### src/verilog/mul_cfg.svh
`ifndef MUL_CFG_SVH
`define MUL_CFG_SVH

// operand width of the core
`define MUL_XLEN 32

// sign-extended multiplicand width, also the number of tree columns
`define MUL_EXT_W 68

// radix-4 Booth over a 34-bit multiplier gives 17 partial products
`define MUL_PP_NUM 17

// carries handed from one Wallace column to the next
`define MUL_CSA_CARRY 14

`endif

### src/verilog/mul_pkg.sv
`default_nettype none

`include "mul_cfg.svh"

package mul_pkg;

    // encoding follows funct3 of the M extension
    typedef enum logic [1:0] {
        MUL_OP_MUL    = 2'b00,
        MUL_OP_MULH   = 2'b01,
        MUL_OP_MULHSU = 2'b10,
        MUL_OP_MULHU  = 2'b11
    } mul_op_e;

    typedef logic [`MUL_PP_NUM-1:0][`MUL_EXT_W-1:0] pp_array_t;  // row j is partial product j

    typedef logic [`MUL_PP_NUM-1:0] pp_col_t;  // one bit from each partial product

    // the low word does not depend on the signs, so MUL may use either
    function automatic logic op_x_signed(input mul_op_e op);
        return op != MUL_OP_MULHU;
    endfunction

    function automatic logic op_y_signed(input mul_op_e op);
        return (op == MUL_OP_MUL) || (op == MUL_OP_MULH);
    endfunction

endpackage

`default_nettype wire

### src/verilog/mul_pp_if.sv
`timescale 1ns/1ns
`default_nettype none

`include "mul_cfg.svh"

interface mul_pp_if;
    import mul_pkg::*;

    pp_array_t              pp;        // registered Booth partial products
    logic [`MUL_PP_NUM-1:0] pp_carry;  // plus-one of each negated partial product
    logic                   valid;     // one-cycle strobe for the data above
    mul_op_e                op;

    modport src (
        output pp,
        output pp_carry,
        output valid,
        output op
    );

    modport dst (
        input pp,
        input pp_carry,
        input valid,
        input op
    );

endinterface

`default_nettype wire

### src/verilog/booth_encoder.sv
`timescale 1ns/1ns
`default_nettype none

`include "mul_cfg.svh"

module booth_encoder (
    input  logic [2:0]            win_i,  // {y[2i+1], y[2i], y[2i-1]}
    input  logic [`MUL_EXT_W-1:0] x_i,
    output logic [`MUL_EXT_W-1:0] pp_o,
    output logic                  neg_o
);

    logic                  sel_x;
    logic                  sel_2x;
    logic [`MUL_EXT_W-1:0] mag;

    always_comb begin
        sel_x  = 1'b0;
        sel_2x = 1'b0;
        neg_o  = 1'b0;
        case (win_i)
            3'b001, 3'b010: sel_x = 1'b1;
            3'b011: sel_2x = 1'b1;
            3'b100: begin
                sel_2x = 1'b1;
                neg_o  = 1'b1;
            end
            3'b101, 3'b110: begin
                sel_x = 1'b1;
                neg_o = 1'b1;
            end
            default: ;  // 000 and 111 both select zero
        endcase
    end

    assign mag  = ({`MUL_EXT_W{sel_x}} & x_i) | ({`MUL_EXT_W{sel_2x}} & (x_i << 1));

    // negative rows are one's complement here and the missing +1 rides on neg_o
    assign pp_o = neg_o ? ~mag : mag;

endmodule

`default_nettype wire

### src/verilog/booth_pp_gen.sv
`timescale 1ns/1ns
`default_nettype none

`include "mul_cfg.svh"

module booth_pp_gen (
    input  logic                 clk,
    input  logic                 rst_n_i,
    input  logic                 valid_i,
    input  mul_pkg::mul_op_e     op_i,
    input  logic [`MUL_XLEN-1:0] x_i,
    input  logic [`MUL_XLEN-1:0] y_i,
    mul_pp_if.src                pp_o
);
    import mul_pkg::*;

    logic                   x_sgn;
    logic                   y_sgn;
    logic [`MUL_EXT_W-1:0]  x_ext;
    logic [`MUL_XLEN+1:0]   y_ext;  // two extra bits so the top window sees the sign
    logic [`MUL_XLEN+2:0]   y_win;
    pp_array_t              pp_d;
    logic [`MUL_PP_NUM-1:0] carry_d;

    assign x_sgn = op_x_signed(op_i) & x_i[`MUL_XLEN-1];
    assign y_sgn = op_y_signed(op_i) & y_i[`MUL_XLEN-1];

    assign x_ext = {{(`MUL_EXT_W-`MUL_XLEN){x_sgn}}, x_i};
    assign y_ext = {{2{y_sgn}}, y_i};
    assign y_win = {y_ext, 1'b0};  // implicit y[-1] is zero

    for (genvar i = 0; i < `MUL_PP_NUM; i++) begin : g_enc
        booth_encoder u_enc (
            .win_i (y_win[2*i+2:2*i]),
            .x_i   (x_ext << (2*i)),
            .pp_o  (pp_d[i]),
            .neg_o (carry_d[i])
        );
    end

    always_ff @(posedge clk or negedge rst_n_i) begin
        if (!rst_n_i) begin
            pp_o.valid <= 1'b0;
        end else begin
            pp_o.valid <= valid_i;
        end
    end

    // operand payload only moves when a request comes in
    always_ff @(posedge clk) begin
        if (valid_i) begin
            pp_o.pp       <= pp_d;
            pp_o.pp_carry <= carry_d;
            pp_o.op       <= op_i;
        end
    end

endmodule

`default_nettype wire

### src/verilog/wallace_column.sv
`timescale 1ns/1ns
`default_nettype none

`include "mul_cfg.svh"

module wallace_column (
    input  mul_pkg::pp_col_t          col_i,
    input  logic [`MUL_CSA_CARRY-1:0] cin_i,   // from the next lower column
    output logic [`MUL_CSA_CARRY-1:0] cout_o,  // to the next higher column
    output logic                      c_o,
    output logic                      s_o
);

    logic [4:0]  s1;
    logic [11:0] in2;
    logic [3:0]  s2;
    logic [7:0]  in3;
    logic [1:0]  s3;
    logic [5:0]  in4;
    logic [1:0]  s4;
    logic [3:0]  in5;
    logic        s5;
    logic [2:0]  in6;

    function automatic logic maj3(input logic [2:0] v);
        return (v[0] & v[1]) | (v[0] & v[2]) | (v[1] & v[2]);
    endfunction

    // carries of layer k in this column enter layer k+1 of the next column
    always_comb begin
        for (int k = 0; k < 5; k++) begin
            s1[k]     = ^col_i[3*k +: 3];  // five adders take 15 bits while 2 bits pass through
            cout_o[k] = maj3(col_i[3*k +: 3]);
        end
        in2 = {col_i[16:15], cin_i[4:0], s1};
        for (int k = 0; k < 4; k++) begin
            s2[k]       = ^in2[3*k +: 3];
            cout_o[5+k] = maj3(in2[3*k +: 3]);
        end
        in3 = {cin_i[8:5], s2};
        for (int k = 0; k < 2; k++) begin
            s3[k]       = ^in3[3*k +: 3];  // top two bits wait for the next layer
            cout_o[9+k] = maj3(in3[3*k +: 3]);
        end
        in4 = {cin_i[10:9], in3[7:6], s3};
        for (int k = 0; k < 2; k++) begin
            s4[k]        = ^in4[3*k +: 3];
            cout_o[11+k] = maj3(in4[3*k +: 3]);
        end
        in5        = {cin_i[12:11], s4};
        s5         = ^in5[2:0];
        cout_o[13] = maj3(in5[2:0]);
        in6        = {cin_i[13], in5[3], s5};
        s_o        = ^in6;
        c_o        = maj3(in6);  // this bit has the weight of the next column in the final CPA
    end

endmodule

`default_nettype wire

### src/verilog/wallace_reduce.sv
`timescale 1ns/1ns
`default_nettype none

`include "mul_cfg.svh"

module wallace_reduce (
    mul_pp_if.dst                 pp_i,
    output logic [`MUL_EXT_W-1:0] tree_c_o,
    output logic [`MUL_EXT_W-1:0] tree_s_o
);
    import mul_pkg::*;

    pp_col_t [`MUL_EXT_W-1:0]                     cols;
    logic    [`MUL_EXT_W-1:0][`MUL_CSA_CARRY-1:0] carry_path;  // top entry falls off the word
    logic    [`MUL_EXT_W-1:0][`MUL_CSA_CARRY-1:0] cin;

    // column i collects bit i of every partial product
    always_comb begin
        for (int i = 0; i < `MUL_EXT_W; i++) begin
            for (int j = 0; j < `MUL_PP_NUM; j++) begin
                cols[i][j] = pp_i.pp[j][i];
            end
        end
    end

    // column 0 has no neighbour, so it absorbs the first negate carries
    assign cin = {carry_path[`MUL_EXT_W-2:0], pp_i.pp_carry[`MUL_CSA_CARRY-1:0]};

    for (genvar i = 0; i < `MUL_EXT_W; i++) begin : g_col
        wallace_column u_col (
            .col_i  (cols[i]),
            .cin_i  (cin[i]),
            .cout_o (carry_path[i]),
            .c_o    (tree_c_o[i]),
            .s_o    (tree_s_o[i])
        );
    end

endmodule

`default_nettype wire

### src/verilog/mul_result_sel.sv
`timescale 1ns/1ns
`default_nettype none

`include "mul_cfg.svh"

module mul_result_sel (
    input  logic                  clk,
    input  logic                  rst_n_i,
    mul_pp_if.dst                 pp_i,
    input  logic [`MUL_EXT_W-1:0] tree_c_i,
    input  logic [`MUL_EXT_W-1:0] tree_s_i,
    output logic                  valid_o,
    output logic [`MUL_XLEN-1:0]  result_o
);
    import mul_pkg::*;

    logic [`MUL_EXT_W-1:0] sum;
    logic [`MUL_XLEN-1:0]  word;

    // the tree carries sit one column up, which leaves bit 0 free for another negate carry
    assign sum = {tree_c_i[`MUL_EXT_W-2:0], pp_i.pp_carry[`MUL_CSA_CARRY]}
               + tree_s_i
               + {{(`MUL_EXT_W-1){1'b0}}, pp_i.pp_carry[`MUL_CSA_CARRY+1]};

    // pp_carry[16] is never set because the top window only sees sign or zero bits
    assign word = (pp_i.op == MUL_OP_MUL) ? sum[`MUL_XLEN-1:0]
                                          : sum[2*`MUL_XLEN-1:`MUL_XLEN];

    always_ff @(posedge clk or negedge rst_n_i) begin
        if (!rst_n_i) begin
            valid_o  <= 1'b0;
            result_o <= '0;
        end else begin
            valid_o <= pp_i.valid;
            if (pp_i.valid) begin
                result_o <= word;  // holds the last result between requests
            end
        end
    end

endmodule

`default_nettype wire

### src/verilog/mul_unit.sv
`timescale 1ns/1ns
`default_nettype none

`include "mul_cfg.svh"

module mul_unit (
    input  logic                 clk,
    input  logic                 rst_n_i,
    input  logic                 valid_i,
    input  logic [1:0]           op_i,      // funct3[1:0] of the M extension
    input  logic [`MUL_XLEN-1:0] x_i,
    input  logic [`MUL_XLEN-1:0] y_i,
    output logic                 valid_o,   // two cycles after valid_i
    output logic [`MUL_XLEN-1:0] result_o
);
    import mul_pkg::*;

    logic [`MUL_EXT_W-1:0] tree_c;
    logic [`MUL_EXT_W-1:0] tree_s;

    mul_pp_if u_pp_if ();

    booth_pp_gen u_booth_pp_gen (
        .clk     (clk),
        .rst_n_i (rst_n_i),
        .valid_i (valid_i),
        .op_i    (mul_op_e'(op_i)),
        .x_i     (x_i),
        .y_i     (y_i),
        .pp_o    (u_pp_if.src)
    );

    // purely combinational, sits between the two register stages
    wallace_reduce u_wallace_reduce (
        .pp_i     (u_pp_if.dst),
        .tree_c_o (tree_c),
        .tree_s_o (tree_s)
    );

    mul_result_sel u_mul_result_sel (
        .clk      (clk),
        .rst_n_i  (rst_n_i),
        .pp_i     (u_pp_if.dst),
        .tree_c_i (tree_c),
        .tree_s_i (tree_s),
        .valid_o  (valid_o),
        .result_o (result_o)
    );

endmodule

`default_nettype wire

### config.mk
export PLATFORM = sky130hd
export DESIGN_NAME = mul_unit
export DESIGN_NICKNAME = d
export VERILOG_FILES = /design/src/verilog/mul_pkg.sv /design/src/verilog/mul_pp_if.sv /design/src/verilog/booth_encoder.sv /design/src/verilog/booth_pp_gen.sv /design/src/verilog/wallace_column.sv /design/src/verilog/wallace_reduce.sv /design/src/verilog/mul_result_sel.sv /design/src/verilog/mul_unit.sv
export VERILOG_INCLUDE_DIRS = /design/src /design/src/verilog
export SDC_FILE = /design/constraint.sdc
export NUM_CORES = 2
export LEC_CHECK = 0
export CAP_MARGIN = 20
export CELL_PAD_IN_SITES_DETAIL_PLACEMENT = 0
export CELL_PAD_IN_SITES_GLOBAL_PLACEMENT = 1
export CORE_MARGIN = 4
export CORE_UTILIZATION = 41
export DETAILED_ROUTE_END_ITERATION = 10
export DONT_BUFFER_PORTS = 1
export HOLD_SLACK_MARGIN = 0.03
export PLACE_DENSITY = 0.65
export RECOVER_POWER = 25
export SLEW_MARGIN = 10
export SYNTH_ARGS = -nofsm -noshare
export SYNTH_HDL_FRONTEND = slang
export SYNTH_SLANG_ARGS = --single-unit
### constraint.sdc
create_clock -name clk -period 8.4 [get_ports clk]
set_input_delay 2.1 -clock clk [delete_from_list [all_inputs] [get_ports clk]]
set_output_delay 2.1 -clock clk [all_outputs]
set_load 0.05 [all_outputs]
* Yosys cells after proc, flatten, opt, wreduce, memory -nomap -nowiden
Index checks and enable logic that the tools add are counted.
** Cells by class
- Add/sub/neg operators :: 2
- Multiply operators :: 0
- Div/mod/pow operators :: 0
- $lt $le $gt $ge :: 0
- Eq/ne operators :: 101
- Shift-type cells :: 0
- Mux-type cells :: 69
- Bitwise operators :: 4795
- Reductions and logical operators :: 1013
** Operators by type and width (number)
- 3-bit parity :: 960
- 1-bit bitwise AND :: 2837
- 68-bit bitwise AND :: 34
- 1-bit bitwise OR :: 1890
- 68-bit 2-to-1 mux :: 17
- 68-bit inverter :: 17
- 68-bit bitwise OR :: 17
- 3-bit == test, second input constant :: 48
- 3-bit by 2-bit == test with 1-bit output, second input constant :: 32
- 64-bit by 1-bit adder with 64-bit output :: 1
- 64-bit adder :: 1
- 4-bit OR reduction :: 16
- 1-bit 2-to-1 mux :: 51
- 3-bit by 1-bit == test with 1-bit output, second input constant :: 16
- 3-bit OR reduction :: 16
- 2-bit OR reduction :: 18
- 32-bit 2-to-1 mux :: 1
- 2-bit by 1-bit == test with 1-bit output, second input constant :: 2
- 2-bit == test, second input constant :: 2
- 2-bit zero test :: 2
- 2-bit != test, second input constant :: 1
- 1-bit logical OR :: 1
** Storage, ports and cells
- Register bits :: 1208
- Latch bits :: 0
- RAM bits :: 0
- Bits in read-only memories :: 0
- Bits of input ports :: 69
- Output and inout bits :: 33
- Logic and storage cells :: 6002
- Memories kept :: 0

* Logic depth before layout (Yosys ltp)
- Depth in word-level cells :: 19
- Gate-level depth with buffers :: 27
- Mapped depth without buffers :: 24

* Cells and area by module
Synthesis repeated with hierarchy kept, for this count alone.
** Second synthesis, totals
- Cell total of the unflattened synthesis :: 13788
- Area, all modules :: 124652.1 sq um
** By module, submodules not included
- booth_encoder :: times used 17, cells each 479, area each 3138.0 sq um, sequential area each 0.0 sq um
- booth_pp_gen :: times used 1, cells each 1179, area each 35330.1 sq um, sequential area each 35308.9 sq um
- wallace_column :: times used 68, cells each 55, area each 450.4 sq um, sequential area each 0.0 sq um
- mul_result_sel :: times used 1, cells each 726, area each 5346.4 sq um, sequential area each 825.8 sq um

* Worst setup path after synthesis
Ideal clock, no wire load.
- Path type :: reg-to-reg
- Start :: register u_booth_pp_gen.pp_o.pp[979]
- End :: register u_mul_result_sel.result_o[28]
- Library setup time :: 0.124 ns
- Arrival :: 7.112 ns
- Data required time :: 8.276 ns
- Path slack :: 1.164 ns
- Cell stages (with the launch flop) :: 23
- Buffers on the path :: 1
- Clock period less this slack :: 7.236 ns
- Cells stage by stage :: edfxtp_1 > inv_1 > fa_1 > fa_1 > inv_1 > fa_1 > inv_1 > fa_1 > fa_1 > fa_1 > inv_1 > ha_1 > clkbuf_1 > and3_1 > a221o_1 > a21oi_1 > o211ai_2 > a311o_2 > a31oi_4 > o21ai_4 > a22oi_1 > nor4b_1 > a211o_1
** Between the ends
- Cells in the longest elaborated chain, start to end :: 17
- Elaborated cells between the ends (all ways) :: 90
- Classes of those cells :: add/sub: 2; mux: 1; bitwise: 71; reduce/logical: 16
** Ends and longest elaborated chain
- from (decl) :: RTL line mul_pp_if.sv:15 : output pp,
- from (signal assigned) :: RTL line booth_pp_gen.sv:52 : pp_o.pp <= pp_d;
- 1-bit bitwise AND / 3-bit parity (equally long branches) :: RTL line wallace_column.sv:26, wallace_column.sv:32
- 1-bit bitwise OR / 1-bit bitwise AND (equally long branches) :: RTL line wallace_column.sv:26 : return (v[0] & v[1]) | (v[0] & v[2]) | (v[1] & v[2]);
- 1-bit bitwise OR :: RTL line wallace_column.sv:26
- 3-bit parity / 1-bit bitwise OR (equally long branches) :: RTL line wallace_column.sv:37, wallace_column.sv:26
- 1-bit bitwise AND / 3-bit parity (equally long branches) :: RTL line wallace_column.sv:26, wallace_column.sv:42
- 1-bit bitwise OR / 1-bit bitwise AND (equally long branches) :: RTL line wallace_column.sv:26
- 1-bit bitwise OR :: RTL line wallace_column.sv:26
- 3-bit parity / 1-bit bitwise OR (equally long branches) :: RTL line wallace_column.sv:47, wallace_column.sv:26
- 1-bit bitwise AND :: RTL line wallace_column.sv:26
- 1-bit bitwise OR (2 in a row) :: RTL line wallace_column.sv:26
- 1-bit bitwise AND :: RTL line wallace_column.sv:26
- 1-bit bitwise OR (2 in a row) :: RTL line wallace_column.sv:26
- 64-bit adder * :: RTL line mul_result_sel.sv:21 : assign sum = {tree_c_i[`MUL_EXT_W-2:0], pp_i.pp_carry[`MUL_CSA_CARRY]}
- 64-bit by 1-bit adder with 64-bit output * :: RTL line mul_result_sel.sv:21
- 32-bit 2-to-1 mux * :: RTL line mul_result_sel.sv:26 : assign word = (pp_i.op == MUL_OP_MUL) ? sum[`MUL_XLEN-1:0]
- to (signal assigned) :: RTL line mul_result_sel.sv:36 : result_o <= word;
- to (decl) :: RTL line mul_result_sel.sv:13 : output logic [`MUL_XLEN-1:0] result_o
Mark *: on every way between the ends. The rest lies on a longest branch, timed or not.
A chain may end at the register's enable or synchronous reset.

* Worst setup path after layout
- Start :: register u_booth_pp_gen.pp_o.pp[979]
- End :: register u_mul_result_sel.result_o[2]
Same word-level chain as after synthesis.

==> results.tsv <==
stage	metric	value	unit
critical_path	delay-heaviest family, CP	adder cells	
yosys	Mapped Area	54100	µm²
die	Initial Util	41.2	%
place	I/O Buffers	0	
clock_tree	CTS Hold Bufs	0	
global_route	GRT Resource Usage Total	26.5	%
yosys	synthesized flop and latch total	629	
cells_and_area	Layout area overhead	7.78	%
timing	fin crit period	7.74	ns
timing	Fmax	0.129	GHz
clock_tree	clk buf depth	3	
critical_path	Critical Path Max Stage Delay	0.77	ns
clock_tree	post-cts sizing count	0	
yosys	ys flop type	edfxtp_1	
clock_tree	H-tree depth	3	
routing	Final ANT Viol Nets	0	
timing	RSZ-0062 raised after global routing	false	
critical_path	Worst Path Max Fanout	21	
timing	Final Hold Viols	0	
timing	fin crit share	92.1	%
yosys	Async SR Flop Fraction	5.41	%
die	die width	371	µm
cells_and_area	Core Util, Final	44.4	%
place	instance area at placement	55500	µm²
yosys	Synthesis Warnings	0	
yosys	syn_area_per_cell	11.4	µm²
cells_and_area	nets	5470	
routing	1st-pass router iterations	6	
timing	Slew HR	-191	%
yosys	Cells after Synth	4748	
timing	Tightest Pin Transition	4.36	ns
routing	Via-to-Cell Ratio	5.70	
global_route	number of global-route vias before repair	37599	
routing	DRT iter0 DRCs	3842	
cells_and_area	diode count	0	
routing	WL final	181000	µm
clock_tree	CTS tree	built	
timing	setup TNS	0	ns
critical_path	CP startpoint kind	flip-flop	
critical_path	Crit. End Element	flip-flop	
flow_run	max-cap check violation count	4	
cells_and_area	commonest cells after routing, fill and taps aside	960 x inv_1, 726 x fa_1, 595 x edfxtp_1	
outcome	failing checks	capacitance limit, slew limit	
hold_path	HP Class	reg -> reg	
clock_tree	clock latency on the worst-skew pair	0.71	ns
global_route	first-pass GRT wire length	265000	µm
global_route	largest net degree at the start of global routing	597	
clock_tree	Root Buffer	clkbuf_16	
critical_path	data required time at the worst endpoint	8.98	ns
yosys	register area share after synthesis	34.6	%
clock_tree	CTS sink cnt	629	
outcome	outcome	finished with violations	
global_route	grt ovf	0	
routing	wire per inst	28.5	µm
routing	DR vias	36273	
critical_path	Bufs and invs on worst path	5	
die	Die Ht	371	µm
die	# IOs	102	
die	# rows	133	
cells_and_area	fillcell total	12194	
critical_path	cell chain of the critical path	inv_1, fa_1, fa_1, inv_1, buf_4, fa_1, inv_1, fa_1, fa_1, fa_1, inv_1, ha_1, o211ai_1, o21ai_0, nand2_1, nor3_1, a21oi_1, o31ai_1, a21oi_1, xnor2_1, a21oi_1, a21o_1	
die	die area	138000	µm²
place	placed wire-length estimate	115000	µm
clock_tree	setup bufs post-CTS	0	
critical_path	Crit-path slowest cell	fa_1	
yosys	Synth cell types	76	
critical_path	WS Path Type	reg -> reg	
timing	Final Skew	0.0378	ns
clock_tree	CTS Buf Count	81	
critical_path	Top cell by count, worst path	fa_1	
die	Core Box Area	131000	µm²
cells_and_area	area of the multi-input gates	30400	µm²
place	gp weighted congestion	0.889	
clock_tree	Worst-path clk slew	0.06	ns
yosys	Syn Nets	5672	
timing	count of final setup violators	0	
place	Place WS	0.814	ns
timing	Final Max Tran Viols	390	
critical_path	Worst EP arrival	8.32	ns
yosys	Post-synth EDFFs	595	
cells_and_area	Design Area, Final	58300	µm²
timing	worst setup margin	0.660	ns
cells_and_area	share of layout cells above drive strength 1	5.33	%
routing	DRC	0	
cells_and_area	sequential cell area	18700	µm²
global_route	initial antenna violation count	3	
cells_and_area	commonest non-fill, non-tap cell in the layout	inv_1	
kinds of logic after synthesis:
group / after synthesis / share of synthesized area (%)
xor+xnor: 642 / 10.4
simple gates: 315 / 2.85
other cells: 1 / 0.00693
mux: 48 / 0.923
fa+ha+maj: 868 / 30.1
buf+inv: 1328 / 9.25
flops: 629 / 34.6
compound gates: 917 / 11.9
tightest hold or removal path, stage by stage, from the launching register on:
cell     delay [ns]
dfrtp_1        0.56
nor2_1         0.16
nor2_1         0.05
final timing paths:
path	start	end	slack, ns	cells past startpoint
worst min-delay path	u_mul_result_sel.result_o[13]	u_mul_result_sel.result_o[13]	0.82	2
worst min register to register	u_mul_result_sel.result_o[13]	u_mul_result_sel.result_o[13]	0.82	2
max in group asynchronous	rst_n_i	u_mul_result_sel.valid_o	7.20	0
worst max register to register	u_booth_pp_gen.pp_o.pp[979]	u_mul_result_sel.result_o[2]	0.66	22
worst max-delay path	u_booth_pp_gen.pp_o.pp[979]	u_mul_result_sel.result_o[2]	0.66	22
min in group asynchronous	rst_n_i	u_mul_result_sel.result_o[7]	1.11	0
per-stage QoR:
step           cells  hold slack (ns)
2_1_floorplan   4748            0.352
3_3_place_gp    6207            0.764
3_5_place_dp    6209            0.764
4_1_cts         6359            0.773
5_1_grt         6368            0.845
6_report        6368            0.816
synth_stat cells (4+ instances only):
library cell / instances / share of area [%]
inv_1: 961 / 6.7
nand3_1: 20 / 0.19
ha_1: 129 / 3.0
inv_2: 15 / 0.10
nor2b_1: 9 / 0.10
nand2_1: 85 / 0.59
o21bai_1: 23 / 0.32
nor2_1: 84 / 0.58
and2_1: 8 / 0.093
o21a_1: 7 / 0.097
nand4_1: 15 / 0.17
o211ai_1: 8 / 0.11
a211oi_1: 6 / 0.083
xnor2_1: 527 / 8.5
and3_1: 45 / 0.52
a21o_1: 44 / 0.61
a31oi_1: 9 / 0.10
nand2b_1: 10 / 0.12
o21ai_0: 139 / 1.3
buf_1: 82 / 0.57
a311o_1: 4 / 0.074
dfrtp_1: 34 / 1.6
a221o_1: 8 / 0.15
a21oi_1: 101 / 0.93
fa_1: 726 / 27
nor3_1: 15 / 0.14
a22o_1: 32 / 0.52
clkbuf_1: 258 / 1.8
or3_1: 5 / 0.058
mux2_2: 15 / 0.31
buf_2: 7 / 0.065
o31ai_1: 18 / 0.25
maj3_1: 13 / 0.24
a22oi_1: 479 / 6.6
o22ai_1: 5 / 0.058
edfxtp_1: 595 / 33
mux2i_1: 33 / 0.61
xor2_1: 115 / 1.9
per-layer routing:
layer	share of wire [%]	vias to the layer above	wire, µm	global-route usage, %
li1	-	15073	-	-
met5	0.014	-	25	0
met1	42	18920	75300	37.3
met2	45	1888	80900	40.6
met4	3.7	4	6620	8.91
met3	10	388	18400	6.01
cell type report:
type | instances | area share (%)
multi-input cells | 2791 | 52.2
flip-flops and latches | 629 | 32.1
inverters | 976 | 6.30
well taps | 1755 | 3.77
clock buffers | 104 | 3.73
repair buffers | 67 | 1.06
clock inverters | 46 | 0.833
flip-flops by register name (all words and copies together) (netlist names):
signal / count
u_booth_pp_gen.pp_o.valid: 1
u_mul_result_sel.result_o: 32
u_booth_pp_gen.pp_o.pp_carry: 1
u_mul_result_sel.valid_o: 1
u_booth_pp_gen.pp_o.op: 2
u_booth_pp_gen.pp_o.pp: 592
Power is not shown: default switching activity piles up to over one toggle a cycle in this logic, so the estimate is an artifact.
